===== src/hw/vread_macros.svh =====
`ifndef VREAD_MACROS_SVH
`define VREAD_MACROS_SVH

// flow and bus data word
`define VREAD_DATA_W 32

// external word address
`define VREAD_IO_ADDR_W 32

// internal memory address, 256 words deep
`define VREAD_MEM_ADDR_W 8

// transfer length, one bit wider so 256 fits
`define VREAD_SIZE_W 9

// period and duty fields
`define VREAD_PERIOD_W 6

`endif

===== src/hw/vread_pkg.sv =====
`include "vread_macros.svh"

package vread_pkg;

   // one block fetch from external memory
   typedef struct packed {
      logic [`VREAD_IO_ADDR_W-1:0]  extAddr;
      logic [`VREAD_MEM_ADDR_W-1:0] intAddr;
      logic [`VREAD_SIZE_W-1:0]     size;
   } fetchCfg_t;

   // single loop level address generator
   typedef struct packed {
      logic [`VREAD_MEM_ADDR_W-1:0] start;
      logic [`VREAD_MEM_ADDR_W-1:0] iter;
      logic [`VREAD_PERIOD_W-1:0]   per;
      logic [`VREAD_PERIOD_W-1:0]   duty;
      logic [`VREAD_MEM_ADDR_W-1:0] incr;
      logic [`VREAD_MEM_ADDR_W-1:0] shift;
      logic                         reverse;
   } streamCfg_t;

   typedef struct packed {
      logic                        valid;
      logic [`VREAD_IO_ADDR_W-1:0] addr;
   } busReq_t;

   typedef struct packed {
      logic                     ready;
      logic [`VREAD_DATA_W-1:0] rdata;
   } busRsp_t;

   typedef struct packed {
      logic                         en;
      logic [`VREAD_MEM_ADDR_W-1:0] addr;
      logic [`VREAD_DATA_W-1:0]     data;
   } memWr_t;

   typedef struct packed {
      logic                         en;
      logic [`VREAD_MEM_ADDR_W-1:0] addr;
   } memRd_t;

   typedef enum logic [1:0] {IDLE, FETCH, STREAM, FINISH} ctrlState_t;

endpackage


===== src/hw/vread_ctrl.sv =====
`timescale 1ns/1ps

`include "vread_macros.svh"

module vread_ctrl (
   input  logic                     clk,
   input  logic                     rst,
   input  logic                     run,
   input  logic [`VREAD_SIZE_W-1:0] fetchSize,
   input  logic                     streamEmpty,
   input  logic                     fetchDone,
   input  logic                     streamDone,
   output logic                     fetchStart,
   output logic                     streamStart,
   output logic                     busy,
   output logic                     done
);

   vread_pkg::ctrlState_t state;

   assign busy = (state != vread_pkg::IDLE);

   always_ff @(posedge clk)
   begin
      if (rst)
      begin
         state       <= vread_pkg::IDLE;
         fetchStart  <= 1'b0;
         streamStart <= 1'b0;
         done        <= 1'b0;
      end
      else
      begin
         // start pulses and done last a single cycle
         fetchStart  <= 1'b0;
         streamStart <= 1'b0;
         done        <= 1'b0;
         case (state)
            vread_pkg::IDLE:
            begin
               if (run)
               begin
                  if (fetchSize != '0)
                  begin
                     state      <= vread_pkg::FETCH;
                     fetchStart <= 1'b1;
                  end
                  else if (!streamEmpty)
                  begin
                     state       <= vread_pkg::STREAM;
                     streamStart <= 1'b1;
                  end
                  else
                  begin
                     state <= vread_pkg::FINISH;
                  end
               end
            end
            vread_pkg::FETCH:
            begin
               if (fetchDone)
               begin
                  state       <= streamEmpty ? vread_pkg::FINISH : vread_pkg::STREAM;
                  streamStart <= !streamEmpty;
               end
            end
            vread_pkg::STREAM:
            begin
               if (streamDone)
               begin
                  state <= vread_pkg::FINISH;
               end
            end
            default:
            begin
               // one extra cycle covers the registered memory read
               state <= vread_pkg::IDLE;
               done  <= 1'b1;
            end
         endcase
      end
   end

   fetchDoneInFetch: assert property (@(posedge clk) disable iff (rst)
      fetchDone |-> state == vread_pkg::FETCH)
      else $error("fetch done outside the fetch phase");

   streamDoneInStream: assert property (@(posedge clk) disable iff (rst)
      streamDone |-> state == vread_pkg::STREAM)
      else $error("stream done outside the stream phase");

endmodule


===== config.mk =====
export PLATFORM = sky130hd
export DESIGN_NAME = vread_ctrl
export DESIGN_NICKNAME = d
export VERILOG_FILES = /design/src/hw/vread_pkg.sv /design/src/hw/vread_ctrl.sv
export VERILOG_INCLUDE_DIRS = /design/src /design/src/hw
export SDC_FILE = /design/constraint.sdc
export NUM_CORES = 1
export LEC_CHECK = 0
export ABC_AREA = 1
export BUFFER_PORTS_ARGS = -buffer_cell sky130_fd_sc_hd__buf_2
export CORE_AREA = 2 2 39 41
export CTS_CLUSTER_DIAMETER = 150
export CTS_CLUSTER_SIZE = 25
export DETAILED_ROUTE_END_ITERATION = 16
export DIE_AREA = 0 0 41 43
export GPL_ROUTABILITY_DRIVEN = 0
export PLACE_DENSITY = 0.59
export SLEW_MARGIN = 10
export SYNTH_ARGS = -nofsm -noshare
export SYNTH_HDL_FRONTEND = slang
export SYNTH_SLANG_ARGS = --single-unit

===== constraint.sdc =====
create_clock -name clk -period 1.5 [get_ports clk]
set_input_delay 0.225 -clock clk [delete_from_list [all_inputs] [get_ports clk]]
set_output_delay 0.225 -clock clk [all_outputs]
set_load 0.01 [all_outputs]

# After elaboration in Yosys (flattened, before gate mapping)
# Cells that the tools add are included.
[word_totals] elab_cells=31 input_bits=15 output_inout_bits=4 reg_bits=5
[classes] n_reduce_logical=7 n_eq_ne=5 mux=13 bitwise_logic=2
[ops] cell="$reduce_bool 9->1" n=1
[ops] cell="$mux 2" n=4
[ops] cell="$mux 1" n=7
[ops] cell="$ne 2x2->1 const B" n=3
[ops] cell="$pmux 2 s3" n=1
[ops] cell="$reduce_or 3->1" n=2
[ops] cell="$reduce_and 3->1" n=1
[ops] cell="$eq 2x1->1 const B" n=1
[ops] cell="$eq 2x2->1 const B" n=1
[ops] cell="$logic_not 2->1" n=1
[ops] cell="$not 1->1" n=2
[ops] cell="$pmux 1 s2" n=1
[ops] cell="$reduce_bool 2->1" n=1
[ops] cell="$logic_not 1->1" n=1

# Longest topological paths before layout
[depth] depth_word=4 mapped_depth=8

# Least setup slack after synthesis
# OpenSTA, ideal clock, no wires.
[synth_path] kind="register -> register" from="reg state[0]" to="reg state[0]" stages_incl_launch_ff=8 path_buffers=0 arrival_ns=1.147 path_slack_ns=0.283 path_cell_list="dfxtp_1 > inv_1 > ha_1 > inv_2 > o221ai_1 > nor2_1 > nand2_1 > a21oi_1"
[synth_between] elab_chain_len=3 word_cells_on_any_way=8 classes_between="eq/ne (5); mux (1); reduce/logical (2)"
[synth_lines] element="start, declared" line="vread_ctrl.sv:19" rtl="vread_pkg::ctrlState_t state;"
[synth_lines] element="start signal, assigned" line="vread_ctrl.sv:27" rtl="state <= vread_pkg::IDLE;"
[synth_lines] element="start signal, assigned" line="vread_ctrl.sv:45" rtl="state <= vread_pkg::FETCH;"
[synth_lines] element="start signal, assigned" line="vread_ctrl.sv:50" rtl="state <= vread_pkg::STREAM;"
[synth_lines] element="$eq 2x2->1, or another cell as far along" line="vread_ctrl.sv:38" rtl="case (state)"
[synth_lines] element="$ne 2x2->1 (no line)"
[synth_lines] element="$reduce_and 3->1 (no line)"
# Parallel ways exist; a longest one is shown, timed or not.
# A chain may end at the register's enable or synchronous reset.

# Worst setup path in the final report
[layout_path] from="reg state[0]" to="out busy"
[layout_between] elab_chain_len=1
[layout_lines] element="$reduce_bool 2->1" line="vread_ctrl.sv:21" rtl="assign busy = (state != vread_pkg::IDLE);"
[layout_lines] element="end, declared" line="vread_ctrl.sv:15" rtl="output logic busy,"
# Every way passes these cells.

==> flow_summary.json <==
{
  "outcome": "finished clean",
  "timing_worst_slew_pin_value_ns": 0.274,
  "post-cts-setup-buffers": 0,
  "antenna_found_initial": 0,
  "grt_pass1_vias": 315,
  "clockBufferDepth": 2,
  "layout.nets": 85,
  "start_kind": "register",
  "fp.dieH_um": 43,
  "yosys_warnings": 0,
  "timing.slew.headroom": 0.817,
  "synth_common_cells": "10 x nand2_1, 6 x inv_1, 5 x dfxtp_1",
  "core_area_mm2": 0.00138,
  "synth_area_leader_cell": "dfxtp_1",
  "avgSynthCellArea_um2": 7.48,
  "use_met3": 0.0785,
  "overflow": 0,
  "post_cts_resized": 0,
  "max_freq_mhz": 743,
  "cts_tree": "yes",
  "setup_violations": 0,
  "ioPinCount": 19,
  "place_area_um2": 432,
  "synth_cells": 43,
  "synth-async-reset-ratio": 0,
  "cap_violations": 0,
  "timing.final.crit_share": 0.898,
  "cts.sinks": 5,
  "use_met2": 0.153,
  "syn_to_final_growth_pct": 42.4,
  "synthesis.nets": 62,
  "cp_data_arrival_time_ns": 1.12,
  "layout.cells.non_filler": 81,
  "fin_ws_ns": 0.153,
  "finClkSkew_ns": 0.00410,
  "dieWidth_um": 41,
  "num_vias": 335,
  "crit_required_ns": 1.27,
  "setup_tns_ns": 0,
  "cts-root-buf": "clkbuf_4",
  "first_pass_iters": 3,
  "port_buffers": 18,
  "diodes": 0,
  "postCtsHoldBufs": 0,
  "synth_edf_count": 0,
  "cts.htree.levels": 1,
  "leakagePower_nw": 0.232,
  "track_usage": 0.100,
  "placementRows": 14,
  "ys.flop_type": "dfxtp_1",
  "synth-seq-cells": 5,
  "ys_seq_area_frac": 0.311,
  "rsz0062_at_grt": "no",
  "placed_cells": 77,
  "dieArea_mm2": 0.00176,
  "wl_um": 659,
  "numCtsBuffers": 3,
  "top_usage_layer": "met2",
  "wl_per_cell_um": 8.14,
  "period_minus_slack_ns": 1.35,
  "syn_area_um2": 322,
  "drive_gt1_frac": 0.385,
  "pre_cts_slack_ns": 0.198,
  "grt_pass1_wl_um": 1140,
  "insertion_delay_ns": 0.24,
  "grt_max_degree": 6,
  "drt-initial-drc-count": 5,
  "clkTransAtPathRegs_ns": 0.04,
  "use_met1": 0.0965,
  "slew_violations": 0,
  "synthTopCellsByArea": "dfxtp_1 31%, ha_1 16%, nand2_1 12%",
  "final_area_um2": 458,
  "avgViaCountPerCell": 4.14,
  "yosysTopAreaCellShare": 0.311,
  "utilization": 0.331,
  "critPathKind": "reg -> out",
  "n_fill_cell": 159,
  "ys_types": 15,
  "drcViolationCount": 0,
  "p_per_area_mw_per_mm2": 1400,
  "initial_utilization": 0.232,
  "yosysMostFrequentCell": "nand2_1",
  "vdd.ir_drop.worst_uv": 473,
  "cp-end-kind": "output pin",
  "critPathMaxFanout": 4,
  "ant_nets": 0,
  "hpwl_um": 582,
  "hold_violations": 0,
  "hold_class": "in -> reg"
}
[logic make-up (layout without fill, tap and decap cells)]
logic type / Yosys count / after routing / share of synthesized area
flops: 5 / 5 / 0.311
compound gates: 6 / 6 / 0.125
fa+ha+maj: 4 / 4 / 0.156
buf+inv: 7 / 29 / 0.0817
simple gates: 21 / 21 / 0.327
[layout by cell type (no fill, tap or decap)]
cell	count
a21oi_1	3
a21oi_2	1
buf_2	18
clkbuf_1	1
clkbuf_4	3
dfxtp_1	5
ha_1	4
inv_1	6
inv_2	1
nand2_1	10
nand3_1	2
nor2_1	4
nor2_2	1
nor3_4	1
nor3b_1	1
o21bai_1	1
o221ai_1	1
or2_1	2
[layout make-up]
| class | count | area (um2) | area share |
|---|---|---|---|
| Sequential cell | 5 | 100 | 0.219 |
| Tap cell | 16 | 20.0 | 0.0437 |
| Inverter | 7 | 26.3 | 0.0574 |
| Clock buffer | 4 | 26.3 | 0.0574 |
| Timing Repair Buffer | 18 | 90.1 | 0.197 |
| Multi-Input combinational cell | 31 | 195 | 0.426 |
[where the power goes]
group	switching, W	internal, W	leakage, nW
clock network	0.0000559	0.000101	0.0150
registers	0.0000249	0.000166	0.0409
logic	0.000165	0.000128	0.176
total	0.000245	0.000395	0.232
[layer usage]
layer	up-vias	part of all wire	wire length (um)
li1	180	-	-
met1	148	0.37	244
met2	7	0.56	372
met3	0	0.065	43
met4	0	0	0
met5	-	0	0
[sequential cells by signal (all words and copies together) (netlist names)]
register and count:
fetchStart 1, streamStart 1, state 2, done 1
[stage by stage]
step / hold WS, ns / power, W
CTS: 0.207 / 0.000657
floorplan: 0.287 / 0.000401
detailed placement: 0.464 / 0.000492
global route: 0.211 / 0.000717
finish: 0.213 / 0.000640
global placement: 0.459 / 0.000485
[final timing paths]
check / startpoint / to / slack (ns) / cells past startpoint
hold / removal: rst / streamStart$_SDFF_PP0_ / 0.21 / 2
setup reg to reg: state[0]$_SDFFE_PP0P_ / state[1]$_SDFFE_PP0P_ / 0.20 / 7
setup / recovery: state[0]$_SDFFE_PP0P_ / busy / 0.15 / 4
hold reg to reg: state[1]$_SDFFE_PP0P_ / state[1]$_SDFFE_PP0P_ / 0.51 / 2
[worst max-delay path, cell delays in order (launching register included)]
cell     delay, ns
dfxtp_1       0.37
inv_1         0.08
ha_1          0.23
inv_2         0.07
buf_2         0.13
No activity file was read; power rests on OpenSTA's default activity.
