### config.mk
export PLATFORM = sky130hd
export DESIGN_NAME = flow_addrgen
export DESIGN_NICKNAME = d
export VERILOG_FILES = /design/src/hw/vread_pkg.sv /design/src/hw/flow_addrgen.sv
export VERILOG_INCLUDE_DIRS = /design/src /design/src/hw
export SDC_FILE = /design/constraint.sdc
export NUM_CORES = 1
export LEC_CHECK = 0
export BUFFER_PORTS_ARGS = -buffer_cell sky130_fd_sc_hd__buf_2
export CORE_AREA = 2 2 87 68
export CTS_BUF_LIST = sky130_fd_sc_hd__clkbuf_2 sky130_fd_sc_hd__clkbuf_4 sky130_fd_sc_hd__clkbuf_8
export CTS_CLUSTER_SIZE = 24
export DETAILED_ROUTE_END_ITERATION = 7
export DIE_AREA = 0 0 89 70
export GPL_TIMING_DRIVEN = 1
export PLACE_DENSITY = 0.75
export SLEW_MARGIN = 20
export SYNTH_ARGS = -nofsm -noshare
export SYNTH_HDL_FRONTEND = slang
export SYNTH_SLANG_ARGS = --single-unit
### constraint.sdc
create_clock -name clk -period 2.1 [get_ports clk]
set_input_delay 0 -clock clk [delete_from_list [all_inputs] [get_ports clk]]
set_output_delay 0 -clock clk [all_outputs]
set_load 0.01 [all_outputs]
### src/hw/vread_macros.svh
`ifndef VREAD_MACROS_SVH
`define VREAD_MACROS_SVH

// flow and bus data word
`define VREAD_DATA_W 32

// external word address
`define VREAD_IO_ADDR_W 32

// internal memory address, 256 words deep
`define VREAD_MEM_ADDR_W 8

// transfer length, one bit wider so 256 fits
`define VREAD_SIZE_W 9

// period and duty fields
`define VREAD_PERIOD_W 6

`endif
### src/hw/vread_pkg.sv
`include "vread_macros.svh"

package vread_pkg;

   // one block fetch from external memory
   typedef struct packed {
      logic [`VREAD_IO_ADDR_W-1:0]  extAddr;
      logic [`VREAD_MEM_ADDR_W-1:0] intAddr;
      logic [`VREAD_SIZE_W-1:0]     size;
   } fetchCfg_t;

   // single loop level address generator
   typedef struct packed {
      logic [`VREAD_MEM_ADDR_W-1:0] start;
      logic [`VREAD_MEM_ADDR_W-1:0] iter;
      logic [`VREAD_PERIOD_W-1:0]   per;
      logic [`VREAD_PERIOD_W-1:0]   duty;
      logic [`VREAD_MEM_ADDR_W-1:0] incr;
      logic [`VREAD_MEM_ADDR_W-1:0] shift;
      logic                         reverse;
   } streamCfg_t;

   typedef struct packed {
      logic                        valid;
      logic [`VREAD_IO_ADDR_W-1:0] addr;
   } busReq_t;

   typedef struct packed {
      logic                     ready;
      logic [`VREAD_DATA_W-1:0] rdata;
   } busRsp_t;

   typedef struct packed {
      logic                         en;
      logic [`VREAD_MEM_ADDR_W-1:0] addr;
      logic [`VREAD_DATA_W-1:0]     data;
   } memWr_t;

   typedef struct packed {
      logic                         en;
      logic [`VREAD_MEM_ADDR_W-1:0] addr;
   } memRd_t;

   typedef enum logic [1:0] {IDLE, FETCH, STREAM, FINISH} ctrlState_t;

endpackage

### src/hw/flow_addrgen.sv
`timescale 1ns/1ps

`include "vread_macros.svh"

module flow_addrgen (
   input  logic                  clk,
   input  logic                  rst,
   input  logic                  start,
   input  vread_pkg::streamCfg_t cfg,
   output vread_pkg::memRd_t     memRd,
   output logic                  done
);

   logic                         active;
   logic [`VREAD_PERIOD_W-1:0]   inner;
   logic [`VREAD_MEM_ADDR_W-1:0] outer;
   logic [`VREAD_MEM_ADDR_W-1:0] baseAddr;
   logic [`VREAD_MEM_ADDR_W-1:0] curAddr;
   logic                         lastInner;
   logic                         lastOuter;

   function automatic logic [`VREAD_MEM_ADDR_W-1:0] reverseBits(
      input logic [`VREAD_MEM_ADDR_W-1:0] word
   );
      logic [`VREAD_MEM_ADDR_W-1:0] res;
      for (int i = 0; i < `VREAD_MEM_ADDR_W; i++)
      begin
         res[i] = word[`VREAD_MEM_ADDR_W-1-i];
      end
      return res;
   endfunction

   assign lastInner = (inner == cfg.per - `VREAD_PERIOD_W'd1);
   assign lastOuter = (outer == cfg.iter - `VREAD_MEM_ADDR_W'd1);
   assign done      = active & lastInner & lastOuter;

   always_ff @(posedge clk)
   begin
      if (rst)
      begin
         active   <= 1'b0;
         inner    <= '0;
         outer    <= '0;
         baseAddr <= '0;
         curAddr  <= '0;
      end
      else if (start)
      begin
         active   <= 1'b1;
         inner    <= '0;
         outer    <= '0;
         baseAddr <= cfg.start;
         curAddr  <= cfg.start;
      end
      else if (active)
      begin
         if (lastInner)
         begin
            // next period starts one shift further on
            inner    <= '0;
            outer    <= outer + `VREAD_MEM_ADDR_W'd1;
            baseAddr <= baseAddr + cfg.shift;
            curAddr  <= baseAddr + cfg.shift;
            if (lastOuter)
            begin
               active <= 1'b0;
            end
         end
         else
         begin
            inner   <= inner + `VREAD_PERIOD_W'd1;
            curAddr <= curAddr + cfg.incr;
         end
      end
   end

   // slots past duty stay idle
   always_comb
   begin
      memRd.en   = active & (inner < cfg.duty);
      memRd.addr = cfg.reverse ? reverseBits(curAddr) : curAddr;
   end

   startWhenIdle: assert property (@(posedge clk) disable iff (rst)
      start |-> !active)
      else $error("stream start while the generator is running");

endmodule

[Word-level counts from Yosys, hierarchy flattened]
Cells that the tools add are included.
Cells by class
  add/subtract/negate cells: 6
  $lt $le $gt $ge: 1
  eq/ne operators: 2
  multiplexer cells: 12
  bitwise gates (word level): 3
  reduce and logical (&&, ||, !) cells: 5
Operators with widths (number)
  8-bit 2-to-1 mux: 7
  8-bit adder: 2
  8-bit by 1-bit adder with 8-bit output, second input constant: 1
  8-bit == test: 1
  8-bit by 1-bit subtractor with 8-bit output, second input constant: 1
  6-bit by 1-bit adder with 6-bit output, second input constant: 1
  6-bit == test: 1
  6-bit < comparator: 1
  6-bit 2-to-1 mux: 1
  6-bit by 1-bit subtractor with 6-bit output, second input constant: 1
  1-bit 2-to-1 mux: 4
  2-bit AND reduction: 2
  2-bit nonzero test: 2
  1-bit bitwise AND: 3
  2-bit OR reduction: 1
Word-level totals
  register bits: 31
  input port bits: 48
  logic and storage cells: 34

[Longest topological paths before layout]
  depth after elaboration: 6
  depth in mapped cells: 10
  gate-level depth less buffers: 9

[Worst setup path after synthesis]
OpenSTA, ideal clock, no wires.
  path kind: reg-to-reg
  start: register inner[5]
  end: register outer[3]
  data arrival time: 1897 ps
  required time: 2029 ps
  path slack: 132 ps
  stages on the path, launching flop included: 8
  period minus slack after synthesis: 1968 ps
  cell sequence: dfxtp_1 xor2_1 nand3_1 a2111oi_4 nand3_2 buf_6 or3_1 a21oi_1
On the way
  word-level cells in the longest chain between the ends: 2
RTL lines
  from (decl): line flow_addrgen.sv:15  | logic [`VREAD_PERIOD_W-1:0] inner;
  from (signal assigned): line flow_addrgen.sv:71  | inner <= inner + `VREAD_PERIOD_W'd1;
  6-bit == test: line flow_addrgen.sv:33  | assign lastInner = (inner == cfg.per - `VREAD_PERIOD_W'd1);
  2-bit AND reduction (no line)
  to (signal assigned): line flow_addrgen.sv:61  | outer <= outer + `VREAD_MEM_ADDR_W'd1;
  to (decl): line flow_addrgen.sv:16  | logic [`VREAD_MEM_ADDR_W-1:0] outer;
No other way between the ends.
A chain may end at the register's enable or synchronous reset.

[Worst setup path after layout]
  start: register inner[5]
  end: register curAddr[0]
On the way
  word-level cells in the longest chain between the ends: 4
RTL lines
  6-bit == test: line flow_addrgen.sv:33
  8-bit 2-to-1 mux: line flow_addrgen.sv:57  | if (lastInner)
  8-bit 2-to-1 mux: line flow_addrgen.sv:55  | else if (active)
  8-bit 2-to-1 mux: line flow_addrgen.sv:47  | else if (start)
  to (signal assigned): line flow_addrgen.sv:53  | curAddr <= cfg.start;
  to (signal assigned): line flow_addrgen.sv:63  | curAddr <= baseAddr + cfg.shift;
  to (signal assigned): line flow_addrgen.sv:72  | curAddr <= curAddr + cfg.incr;
  to (decl): line flow_addrgen.sv:18  | logic [`VREAD_MEM_ADDR_W-1:0] curAddr;
No other way between the ends. The select of a mux whose other input is x is not followed.

==> flow_summary.ini <==
[clock_network]
path_clk_slew_ns = 0.06
cts_tree = built
cts_buffer_depth = 2
cts_buffers = 5
h-tree-depth = 2
cts.sinks = 31
root_buffer = clkbuf_8
insertion_delay_ns = 0.28

[yosys]
synth_fa_ha_area_share_pct = 12.3
synth-edff-count = 0
ys_seq_area_share_pct = 23.2
async_flop_share_pct = 0
yosys_most_used_dff = dfxtp_1
synthXorXnorAreaFrac_pct = 9.83
ys_types = 51
netlist_top_cells_count = nor2_1 (32), dfxtp_1 (31), nand2_1 (25)
yosys_warnings = 0
yosysMostFrequentCell = nor2_1
yosys.area_share.simple_pct = 23.8
synth.area.mux_share_pct = 4.49
netlist_instances = 339
synth_compound_area_share_pct = 20.5
synth_top_area_share_pct = 23.2
synth_top_cell_by_area = dfxtp_1
ys_seq_elements = 31
synthesis.nets = 412
netlist_area_um2 = 2670
synth_top_family_by_area = simple AND/OR/NAND/NOR gates
avgSynthCellArea_um2 = 7.89
yosys-top-cells-area = dfxtp_1 (23%), ha_1 (11%), xnor2_1 (6.2%)

[grt]
grt_overflow = 0
grt_pass1_vias = 2599
grt_pass1_wl_um = 11700
busiest_layer = met1
grt_max_degree = 23
met1_usage_pct = 35.8
use_met3_pct = 3.78
grt.met2_usage_pct = 34.2
grt_use_total_pct = 23.2
antenna_found_initial = 0

[critical_path]
cp_data_required_time_ns = 2.23
path_class = reg -> reg
worst-path-max-fanout = 6
worst_setup_path_end_kind = flop
start_kind = flop
critPathArrivalTime_ns = 2.33

[die]
die_w_um = 89
num_rows = 24
die_h_um = 70
io_pins = 58
die_area_um2 = 6230
initial_core_util_pct = 48.4
core_area_um2 = 5530

[outcome]
violations = negative setup slack
status = complete, but fails checks

[placed_design]
hpwlAfterDp_um = 5270
placed_area_um2 = 3170
gp_congestion = 0.880
place_inst = 482
io_buffers = 57
pre_cts_ws_ns = -0.0996

[finish]
diodes = 0
layout-drive-gt1-share_pct = 35.5
area.sequential_um2 = 624
n_fill_cell = 480
design_area_um2 = 3640
area_growth_pct = 36.0
multi_input_area_um2 = 2090
final_cells = 503
layout.nets = 499

[timing]
rsz0062_at_grt = true
period_needed_ns = 2.20
period_share_pct = 105
slew_violations = 0
fin_ws_ns = -0.101
fin_worst_skew_ns = 0.00144
fmax_ghz = 0.454
relSlewSlack_pct = 65.4
tightest_slew_ns = 0.518
hold_violations = 0
setup_viol = 5

[min_path]
hold_class = in -> reg

[pwr]
ir_drop_mv = 0.336
powerDensity_nw_per_um2 = 451
p_leak_uw = 0.00159

[route]
drt_iter0_markers = 276
remaining_drc_errors = 0
drt-wirelength-per-cell_um = 15.6
num_vias = 2872
drtAntennaViolNets = 0
firstDrtPassIters = 5
wirelength_um = 7830
avgViaCountPerCell = 5.71

[job]
cap_violations = 0
-- path summary, 6_finish.rpt --
path                               start           to  slack, ns  cells after the start
worst max-delay path            inner[5]   curAddr[0]      -0.10                      7
worst min-delay path             cfg[37]  baseAddr[0]       0.02                      3
worst max register to register  inner[5]   curAddr[0]      -0.10                      7
worst min register to register  outer[7]     outer[7]       0.51                      2
-- flip-flops by register name (all words and copies together), names as in the netlist --
signal,count
baseAddr,8
curAddr,8
outer,8
inner,6
active,1
-- routing by layer --
layer / up-vias / routed length, um
li1: 1397 / -
met1: 1351 / 3640
met2: 112 / 3520
met3: 12 / 553
met4: 0 / 116
met5: - / 0
-- cells in the final DEF (no fill, tap or decap), types with 4 or more instances in the layout --
master    count
a21oi_1       8
nand3_1      15
a31oi_1       4
buf_4        26
nor2_1       31
inv_1        22
a211oi_1      6
or3_1         6
nor3_2        5
ha_1         21
nor3_1       10
buf_2        57
nand4_1       6
mux2_2        7
dfxtp_1      28
o211ai_1      5
nand2b_1      4
o21ai_0      14
clkbuf_8      5
xnor2_1      19
xor2_1       10
buf_6         6
a21o_1        5
o21a_1        4
nand2_1      24
-- report_power, final --
group	leakage (uW)	switching, uW	total (uW)	internal [uW]
Clock	0.0000406	213	446	234
Combinational	0.00129	295	554	259
Sequential	0.000255	23.4	639	616
-- final cells by class --
cell class / count / area share (%)
Timing Repair Buffer: 96 / 18.2
Multi-Input combinational cell: 269 / 57.4
Clock buffer: 6 / 2.10
Sequential cell: 31 / 17.2
Tap cell: 78 / 2.68
Inverter: 23 / 2.37
-- critical path, cell delays in order (launching register included) --
cell,delay (ns)
dfxtp_2,0.33
xor2_2,0.20
nand3_2,0.12
a2111oi_4,0.51
nand2_2,0.23
buf_4,0.20
nor3_1,0.28
o32ai_1,0.18
-- what timing repair did --
| action | in CTS | in global routing |
|---|---|---|
| cloned | 1 | 1 |
| buffers inserted | 4 | 7 |
| endpoints found under the hold margin | 2 | 0 |
| pin swaps | 6 | 30 |
| setup endpoints to repair | 12 | 17 |
| hold buffers | 2 | 0 |
| resized for setup | 13 | 41 |
-- kinds of logic after synthesis --
family,Yosys count
compound gates,77
xor+xnor,30
fa+ha+maj,25
buf+inv,39
flops,31
mux,11
simple gates,126
-- metrics by stage --
step | total power, uW | TNS, ns | hold slack (ns) | utilization (%)
after floorplan | 958 | 0 | 0.153 | -
after global placement | 1120 | -0.0841 | 0.270 | 57.3
after CTS | 1580 | -0.0122 | 0.0131 | 60.6
after detailed placement | 1130 | -0.389 | 0.278 | 57.3
final | 1640 | -0.197 | 0.0243 | 65.8
after global routing | 1720 | -1.61 | 0.0223 | 65.8
(Power assumes the default switching activity.)
