## config.mk

```make
export PLATFORM = sky130hd
export DESIGN_NAME = ext_fetch
export DESIGN_NICKNAME = d
export VERILOG_FILES = /design/src/hw/vread_pkg.sv /design/src/hw/ext_fetch.sv
export VERILOG_INCLUDE_DIRS = /design/src /design/src/hw
export SDC_FILE = /design/constraint.sdc
export NUM_CORES = 1
export LEC_CHECK = 0
export BUFFER_PORTS_ARGS = -buffer_cell sky130_fd_sc_hd__buf_4
export CORE_ASPECT_RATIO = 0.75
export CORE_MARGIN = 5
export CORE_UTILIZATION = 45
export DETAILED_ROUTE_END_ITERATION = 12
export PLACE_DENSITY = 0.9
export SETUP_SLACK_MARGIN = 0.5
export SYNTH_ARGS = -nofsm -noshare
export SYNTH_HDL_FRONTEND = slang
export SYNTH_SLANG_ARGS = --single-unit
```

## constraint.sdc

```tcl
create_clock -name clk -period 3.7 [get_ports clk]
set_input_delay 0.925 -clock clk [delete_from_list [all_inputs] [get_ports clk]]
set_output_delay 0.925 -clock clk [all_outputs]
set_load 0.01 [all_outputs]
```

## src/hw/vread_macros.svh

```systemverilog
`ifndef VREAD_MACROS_SVH
`define VREAD_MACROS_SVH

// flow and bus data word
`define VREAD_DATA_W 32

// external word address
`define VREAD_IO_ADDR_W 32

// internal memory address, 256 words deep
`define VREAD_MEM_ADDR_W 8

// transfer length, one bit wider so 256 fits
`define VREAD_SIZE_W 9

// period and duty fields
`define VREAD_PERIOD_W 6

`endif
```

## src/hw/vread_pkg.sv

```systemverilog
`include "vread_macros.svh"

package vread_pkg;

   // one block fetch from external memory
   typedef struct packed {
      logic [`VREAD_IO_ADDR_W-1:0]  extAddr;
      logic [`VREAD_MEM_ADDR_W-1:0] intAddr;
      logic [`VREAD_SIZE_W-1:0]     size;
   } fetchCfg_t;

   // single loop level address generator
   typedef struct packed {
      logic [`VREAD_MEM_ADDR_W-1:0] start;
      logic [`VREAD_MEM_ADDR_W-1:0] iter;
      logic [`VREAD_PERIOD_W-1:0]   per;
      logic [`VREAD_PERIOD_W-1:0]   duty;
      logic [`VREAD_MEM_ADDR_W-1:0] incr;
      logic [`VREAD_MEM_ADDR_W-1:0] shift;
      logic                         reverse;
   } streamCfg_t;

   typedef struct packed {
      logic                        valid;
      logic [`VREAD_IO_ADDR_W-1:0] addr;
   } busReq_t;

   typedef struct packed {
      logic                     ready;
      logic [`VREAD_DATA_W-1:0] rdata;
   } busRsp_t;

   typedef struct packed {
      logic                         en;
      logic [`VREAD_MEM_ADDR_W-1:0] addr;
      logic [`VREAD_DATA_W-1:0]     data;
   } memWr_t;

   typedef struct packed {
      logic                         en;
      logic [`VREAD_MEM_ADDR_W-1:0] addr;
   } memRd_t;

   typedef enum logic [1:0] {IDLE, FETCH, STREAM, FINISH} ctrlState_t;

endpackage

```

## src/hw/ext_fetch.sv

```systemverilog
`timescale 1ns/1ps

`include "vread_macros.svh"

module ext_fetch (
   input  logic                 clk,
   input  logic                 rst,
   input  logic                 start,
   input  vread_pkg::fetchCfg_t cfg,
   input  vread_pkg::busRsp_t   busRsp,
   output vread_pkg::busReq_t   busReq,
   output vread_pkg::memWr_t    memWr,
   output logic                 done
);

   logic                        active;
   logic [`VREAD_SIZE_W-1:0]    beatCnt;
   logic [`VREAD_IO_ADDR_W-1:0] extAddr;
   logic                        beat;
   logic                        lastBeat;

   // a beat completes on any ready cycle of an open request
   assign beat     = active & busRsp.ready;
   assign lastBeat = (beatCnt == cfg.size - `VREAD_SIZE_W'd1);
   assign done     = beat & lastBeat;

   always_ff @(posedge clk)
   begin
      if (rst)
      begin
         active  <= 1'b0;
         beatCnt <= '0;
         extAddr <= '0;
      end
      else if (start)
      begin
         active  <= 1'b1;
         beatCnt <= '0;
         extAddr <= cfg.extAddr;
      end
      else if (beat)
      begin
         beatCnt <= beatCnt + `VREAD_SIZE_W'd1;
         extAddr <= extAddr + `VREAD_IO_ADDR_W'd1;
         if (lastBeat)
         begin
            active <= 1'b0;
         end
      end
   end

   always_comb
   begin
      busReq.valid = active;
      busReq.addr  = extAddr;
   end

   // internal address wraps around the memory
   always_comb
   begin
      memWr.en   = beat;
      memWr.addr = cfg.intAddr + beatCnt[`VREAD_MEM_ADDR_W-1:0];
      memWr.data = busRsp.rdata;
   end

   reqStable: assert property (@(posedge clk) disable iff (rst)
      busReq.valid && !busRsp.ready |=> busReq.valid && $stable(busReq.addr))
      else $error("bus request changed before ready");

endmodule

```

Word-level counts from Yosys, hierarchy flattened
Cells that the tools add are included.
{"block": "word_totals", "in_bits": 85, "wordCells": 19, "out_inout_bits": 75, "reg_bits": 42}
{"block": "classes", "n_addsub": 4, "muxes": 5, "bitwise": 2, "eq_ne": 1, "n_reduce_logical": 4}
{"op": "2-to-1 mux 32 bit", "n": 2}
{"op": "adder 32 x 1 -> 32 bit, second input constant", "n": 1}
{"op": "adder 9 x 1 -> 9 bit, second input constant", "n": 1}
{"op": "equality test 9 bit", "n": 1}
{"op": "subtractor 9 x 1 -> 9 bit, second input constant", "n": 1}
{"op": "adder 8 bit", "n": 1}
{"op": "nonzero test 2 bit", "n": 2}
{"op": "2-to-1 mux 1 bit", "n": 3}
{"op": "bitwise AND 1 bit", "n": 2}
{"op": "AND reduction 2 bit", "n": 1}
{"op": "OR reduction 2 bit", "n": 1}

Logic depth before layout (Yosys ltp)
Gate-level depths: netlist (run 1).
{"block": "logic_depth", "depth_word": 5, "mapped_depth": 9, "depth_no_buf": 9}

Least setup slack after synthesis (run 1)
OpenSTA, ideal clock, no wires.
{"block": "synth_timing", "path_kind": "input -> output", "from": "in cfg[9] (netlist bit)", "to": "out memWr[38] (netlist bit)", "path_stages": 9, "t_required_ns": 2.775, "slack_ns": 0.522, "arrival_ns": 2.253, "n_path_buf": 0, "cell_sequence": "ha_1 -> inv_1 -> fa_1 -> nor2b_1 -> o21ai_0 -> a21oi_1 -> o21a_1 -> nor2_1 -> xnor2_1"}
{"item": "from (decl)", "line_no": "ext_fetch.sv:9", "rtl": "input vread_pkg::fetchCfg_t cfg,"}
{"item": "to (decl)", "line_no": "ext_fetch.sv:12", "rtl": "output vread_pkg::memWr_t memWr,"}

==> flow_summary.yaml, run 1 <==
routing:
  wl_um: 8170
  vias_per_cell: 5.39
  drt_iter0_markers: 92
  drtAntennaViolNets: 0
  drcViolationCount: 0
  wire_per_inst_um: 15.6
  vias: 2822
  drt_first_pass_iters: 4
yosys:
  syn_nets: 474
  synth_edf_count: 0
  synth_cell_types: 45
  async_flop_share_pct: 0
  synthFlopType: "dfxtp_1"
  synth_area_um2: 2940
  netlist_instances: 378
  yosys_warnings: 0
  avgSynthCellArea_um2: 7.79
  synth_seq_area_share_pct: 28.6
  synth-seq-cells: 42
critical_path:
  endpoint_kind: "output port"
  cp_slowest_cell: "fa_2"
  cp_max_fo: 2
  cp_cell_sequence: "buf_6 > ha_4 > inv_2 > fa_2 > nor2b_2 > o21ai_2 > a21oi_2 > o21a_1 > nor2_2 > xnor2_1 > buf_4"
  crit_family: "adder cells"
  critical_path_class: "in -> out"
  cp-start-kind: "primary input"
  max_stage_delay_ns: 0.35
  critPathBufInv: 3
  required_ns: 2.77
  arrival_ns: 2.37
grt:
  use_met1_pct: 24.1
  grt_util_all_layers_pct: 19.4
  grt_pass1_wl_um: 12900
  grt_pass1_vias: 2793
  antenna_found_initial: 0
  busiest_layer: "met2"
  overflow: 0
  grtUsageMet3_pct: 4.17
  grt_max_degree: 37
  use_met2_pct: 33.7
place:
  postPlaceCellArea_um2: 3460
  place_congestion: 0.839
  hpwl_um: 6010
  placedCellCount: 509
  io_buffers: 95
clock_tree:
  cts_sinks: 42
  clk_latency_ns: 0.30
  path_clk_slew_ns: 0.08
  numCtsBuffers: 5
  cts.path.max_buffers: 2
  holdBufCountCts: 0
  htreeDepth: 2
  root_buffer: "clkbuf_8"
  cts_tree: "done"
finish:
  final_cell_area_um2: 3810
  drive_above_1_share_pct: 31.8
  final_util_pct: 60.3
  fillers: 548
  final_cell_mix: "99 x buf_4, 44 x nor2_1, 42 x dfxtp_1"
  final_net_count: 538
  final_common_cell: "buf_4"
  fin_cells: 524
  n_antenna_cell: 0
  syn2layout_area_growth_pct: 29.5
power_and_ir_drop:
  irDropWorstVdd_uv: 188
  p_leak_nw: 1.61
  powerDensity_nw_per_um2: 311
timing:
  finalCritPeriodShare_pct: 89.1
  worst_pin_slew_ns: 0.644
  setup_total_negative_slack_ns: 0
  fin_crit_ns: 3.30
  setup_viol: 0
  finalHoldViolCount: 0
  rsz0062_at_grt: "true"
  fin_worst_skew_ns: 0.00859
  slew_headroom_pct: 56.6
  drv_slew: 0
  holdWs_ns: 0.506
  clock.fmax_mhz: 303
worst_hold_path:
  hold_path_class: "reg -> reg"
floorplan:
  ios: 160
  die_area_um2: 8280
  rows: 25
  die_x_um: 103
  die_h_um: 80.1
  coreArea_um2: 6320
  initial_utilization_pct: 46.6
status:
  outcome: "completed"
run:
  drv_cap: 0
layout make-up:
class                   count  area, um^2  share of cell area [%]
multi-input cells         269        1850                    48.4
clock inverters             3        68.8                    1.81
well taps                  81         101                    2.66
flip-flops and latches     42         841                    22.1
inverters                  20        80.1                    2.10
repair buffers            104         807                    21.2
clock buffers               5        68.8                    1.81
routing by layer:
layer  wire length [um]  vias up
li1                   -     1372
met1               3460     1343
met4                 78        0
met5                  0        -
met2               4170       94
met3                463       13
Yosys cell counts, types with 3 or more instances:
cell	instances	area share (%)
a211oi_1	7	1.8
a21oi_1	31	5.3
and3_1	5	1.1
buf_1	3	0.38
buf_4	34	8.7
clkbuf_1	9	1.1
dfxtp_1	42	29
ha_1	10	4.2
inv_1	19	2.4
mux2i_1	7	2.4
nand2_1	34	4.3
nand3_1	14	2.4
nand4_1	8	1.7
nor2_1	46	5.9
nor3_1	6	1.0
nor4_1	4	0.85
o21a_1	6	1.5
o21ai_0	8	1.4
o22ai_1	3	0.64
or3_1	6	1.3
xnor2_1	30	8.9
xor2_1	18	5.4
registers in the layout, summed over array words and instances (netlist names):
| name | flops |
|---|---|
| beatCnt | 9 |
| extAddr | 32 |
| active | 1 |
where the power goes:
group	internal (mW)	switching (mW)
registers	0.477	0.0325
logic	0.127	0.108
clock network	0.271	0.170
final timing paths:
| path | to | slack, ns | start | cells after the start |
|---|---|---|---|---|
| worst max-delay path | memWr[38] | 0.40 | cfg[9] | 11 |
| worst min-delay path | beatCnt[8]$_SDFFE_PP0P_ | 0.51 | beatCnt[8]$_SDFFE_PP0P_ | 2 |
| worst max register to register | extAddr[28]$_SDFFE_PP0P_ | 1.61 | extAddr[0]$_SDFFE_PP0P_ | 6 |
| worst min register to register | beatCnt[8]$_SDFFE_PP0P_ | 0.51 | beatCnt[8]$_SDFFE_PP0P_ | 2 |
worst reg2reg max path: stages, from the launching register on:
cell	delay (ns)
dfxtp_1	0.46
ha_1	0.28
nand3_1	0.13
nor4_1	0.60
nand4_1	0.19
xor2_1	0.17
a211oi_1	0.21
cells by family after synthesis:
kind of cell	synth area share, %
AOI/OAI and AO/OA	13.0
xor gates and xnor gates	14.3
adders and majority gates	4.93
buffers and inverters	13.1
DFF	28.6
muxes	2.76
and+or+nand+nor	23.3
metrics by stage:
stage               setup WS, ns  power [mW]
global placement           0.279       0.729
floorplan                  0.522       0.659
detailed placement         0.202       0.737
global route               0.337        1.24
CTS                        0.370        1.19
finish                     0.403        1.19
timing repair:
item,4_1_cts,5_1_grt
setup buffers,5,2
resized for setup,26,9
pin swaps,18,17
setup endpoints to repair,4,4
No activity file was read; power rests on OpenSTA's default activity.
==> run 2, diff against run 1 <==
--- a/config.mk
+++ b/config.mk
@@ -12,6 +12,7 @@
 export CORE_UTILIZATION = 45
 export DETAILED_ROUTE_END_ITERATION = 12
 export PLACE_DENSITY = 0.9
+export REMOVE_ABC_BUFFERS = 1
 export SETUP_SLACK_MARGIN = 0.5
 export SYNTH_ARGS = -nofsm -noshare
 export SYNTH_HDL_FRONTEND = slang
==> run 2 against run 1 <==
Effect of this change:
- combinational power down 3%
- total power fell by 7.9%
- critical path depth is 3 lower
- maximum frequency fell by 0.25%
- core utilization decreased by 1.6 points
- non-clock buffer count decreased by 2
- die area did not move
- global-route usage grew 2.5 points
- highest routed layer is now met5
==> flow_summary.yaml, run 2 (synthesis results as in run 1) <==
status:
  outcome: "completed"
floorplan:
  rows: 25
  coreArea_um2: 6320
  initial_utilization_pct: 46.6
  die_x_um: 103
  die_area_um2: 8280
  ios: 160
  die_h_um: 80.1
critical_path:
  endpoint_kind: "output port"
  arrival_ns: 2.38
  cp-start-kind: "primary input"
  required_ns: 2.77
  cp_max_fo: 2
  critical_path_class: "in -> out"
timing:
  drv_slew: 0
  setup_viol: 0
  fin_worst_skew_ns: 0.00666
  finalHoldViolCount: 0
  setup_total_negative_slack_ns: 0
  worst_pin_slew_ns: 0.844
  fin_crit_ns: 3.31
  clock.fmax_mhz: 303
  rsz0062_at_grt: "true"
  slew_headroom_pct: 43.6
  finalCritPeriodShare_pct: 89.3
power_and_ir_drop:
  power_mw: 1.09
  p_leak_nw: 1.57
  powerDensity_nw_per_um2: 294
  irDropWorstVdd_uv: 180
finish:
  fillers: 575
  n_antenna_cell: 0
  final_util_pct: 58.7
  final_cell_mix: "100 x buf_4, 45 x nor2_1, 42 x dfxtp_1"
  final-seq-area_um2: 841
  reg_top3: "extAddr x32, beatCnt x9, active x1"
  largest_reg_flops: 32
  multi_input_area_um2: 1810
  syn2layout_area_growth_pct: 26.0
  final_common_cell: "buf_4"
  regMostFlops: "extAddr"
  fin_cells: 522
  final_net_count: 536
  drive_above_1_share_pct: 30.2
routing:
  wl_um: 9460
  wire_per_inst_um: 18.1
  vias: 2876
  drcViolationCount: 0
  vias_per_cell: 5.51
  drt_iter0_markers: 182
  drt_first_pass_iters: 4
  drtAntennaViolNets: 0
run:
  drv_cap: 0
grt:
  overflow: 0
  grt_max_degree: 37
  grt_pass1_vias: 2698
  grt_pass1_wl_um: 13700
  antenna_found_initial: 0
  grt_util_all_layers_pct: 21.9
clock_tree:
  htreeDepth: 2
  cts_sinks: 42
  clk_latency_ns: 0.29
  cts.path.max_buffers: 2
  root_buffer: "clkbuf_8"
  holdBufCountCts: 0
  path_clk_slew_ns: 0.08
  cts_tree: "done"
  numCtsBuffers: 5
place:
  io_buffers: 95
  place_congestion: 0.829
  hpwl_um: 7070
  placedCellCount: 509
worst_hold_path:
  hold_path_class: "reg -> reg"
## run 2: changes by cell type in the layout (fill, tap and decap cells not counted), moves of 2 or more
cell	change
xnor2_1	+2
clkinv_2	+2
inv_1	+2
buf_8	-2
inv_4	-2
xnor2_2	-2
## run 2: routing by layer
metal / track usage, % / wire, um
met5: 4.90 / 45
met4: 6.08 / 168
met2: 31.2 / 4140
met3: 11.6 / 1190
met1: 28.1 / 3920
## run 2: power by group
part	internal, mW	switching (mW)	total [mW]
sequential	0.477	0.0321	0.509
combinational	0.122	0.105	0.227
clock	0.199	0.157	0.356
## run 2: final cells by class
| cell class | count | area share [%] |
|---|---|---|
| clock buffer | 5 | 1.85 |
| multi-input combinational | 269 | 48.8 |
| inverter | 20 | 2.02 |
| tap | 81 | 2.73 |
| clock inverter | 3 | 1.08 |
| sequential | 42 | 22.7 |
| timing repair buffer | 102 | 20.8 |
## run 2: through the flow
stage / instance area (um^2) / hold WS (ns) / worst slack, ns
final: 3710 / 0.504 / 0.395
after global placement: 3460 / 0.484 / 0.282
after global routing: 3710 / 0.580 / 0.306
after detailed placement: 3460 / 0.492 / 0.233
after CTS: 3660 / 0.507 / 0.413
after floorplan: 2630 / 0.470 / 0.522
## run 2: critical path: stages
cell	delay, ns
buf_6	0.10
ha_4	0.22
a21o_1	0.16
a21oi_2	0.18
o22ai_2	0.12
o41ai_2	0.38
xnor2_1	0.16
buf_4	0.14
## run 2: final timing paths
| path | startpoint | endpoint | slack [ns] | depth (start not counted) |
|---|---|---|---|---|
| max reg2reg | extAddr[0]$_SDFFE_PP0P_ | extAddr[28]$_SDFFE_PP0P_ | 1.51 | 6 |
| min | beatCnt[8]$_SDFFE_PP0P_ | beatCnt[8]$_SDFFE_PP0P_ | 0.50 | 2 |
| max | cfg[10] | memWr[39] | 0.39 | 8 |
| min reg2reg | beatCnt[8]$_SDFFE_PP0P_ | beatCnt[8]$_SDFFE_PP0P_ | 0.50 | 2 |
## run 2: repair_timing
action,CTS,global route
cloned,0,0
buffers inserted,3,2
gates resized for setup,15,5
setup endpoints to repair,5,3
endpoints found under the hold margin,0,0
pin swaps,12,6
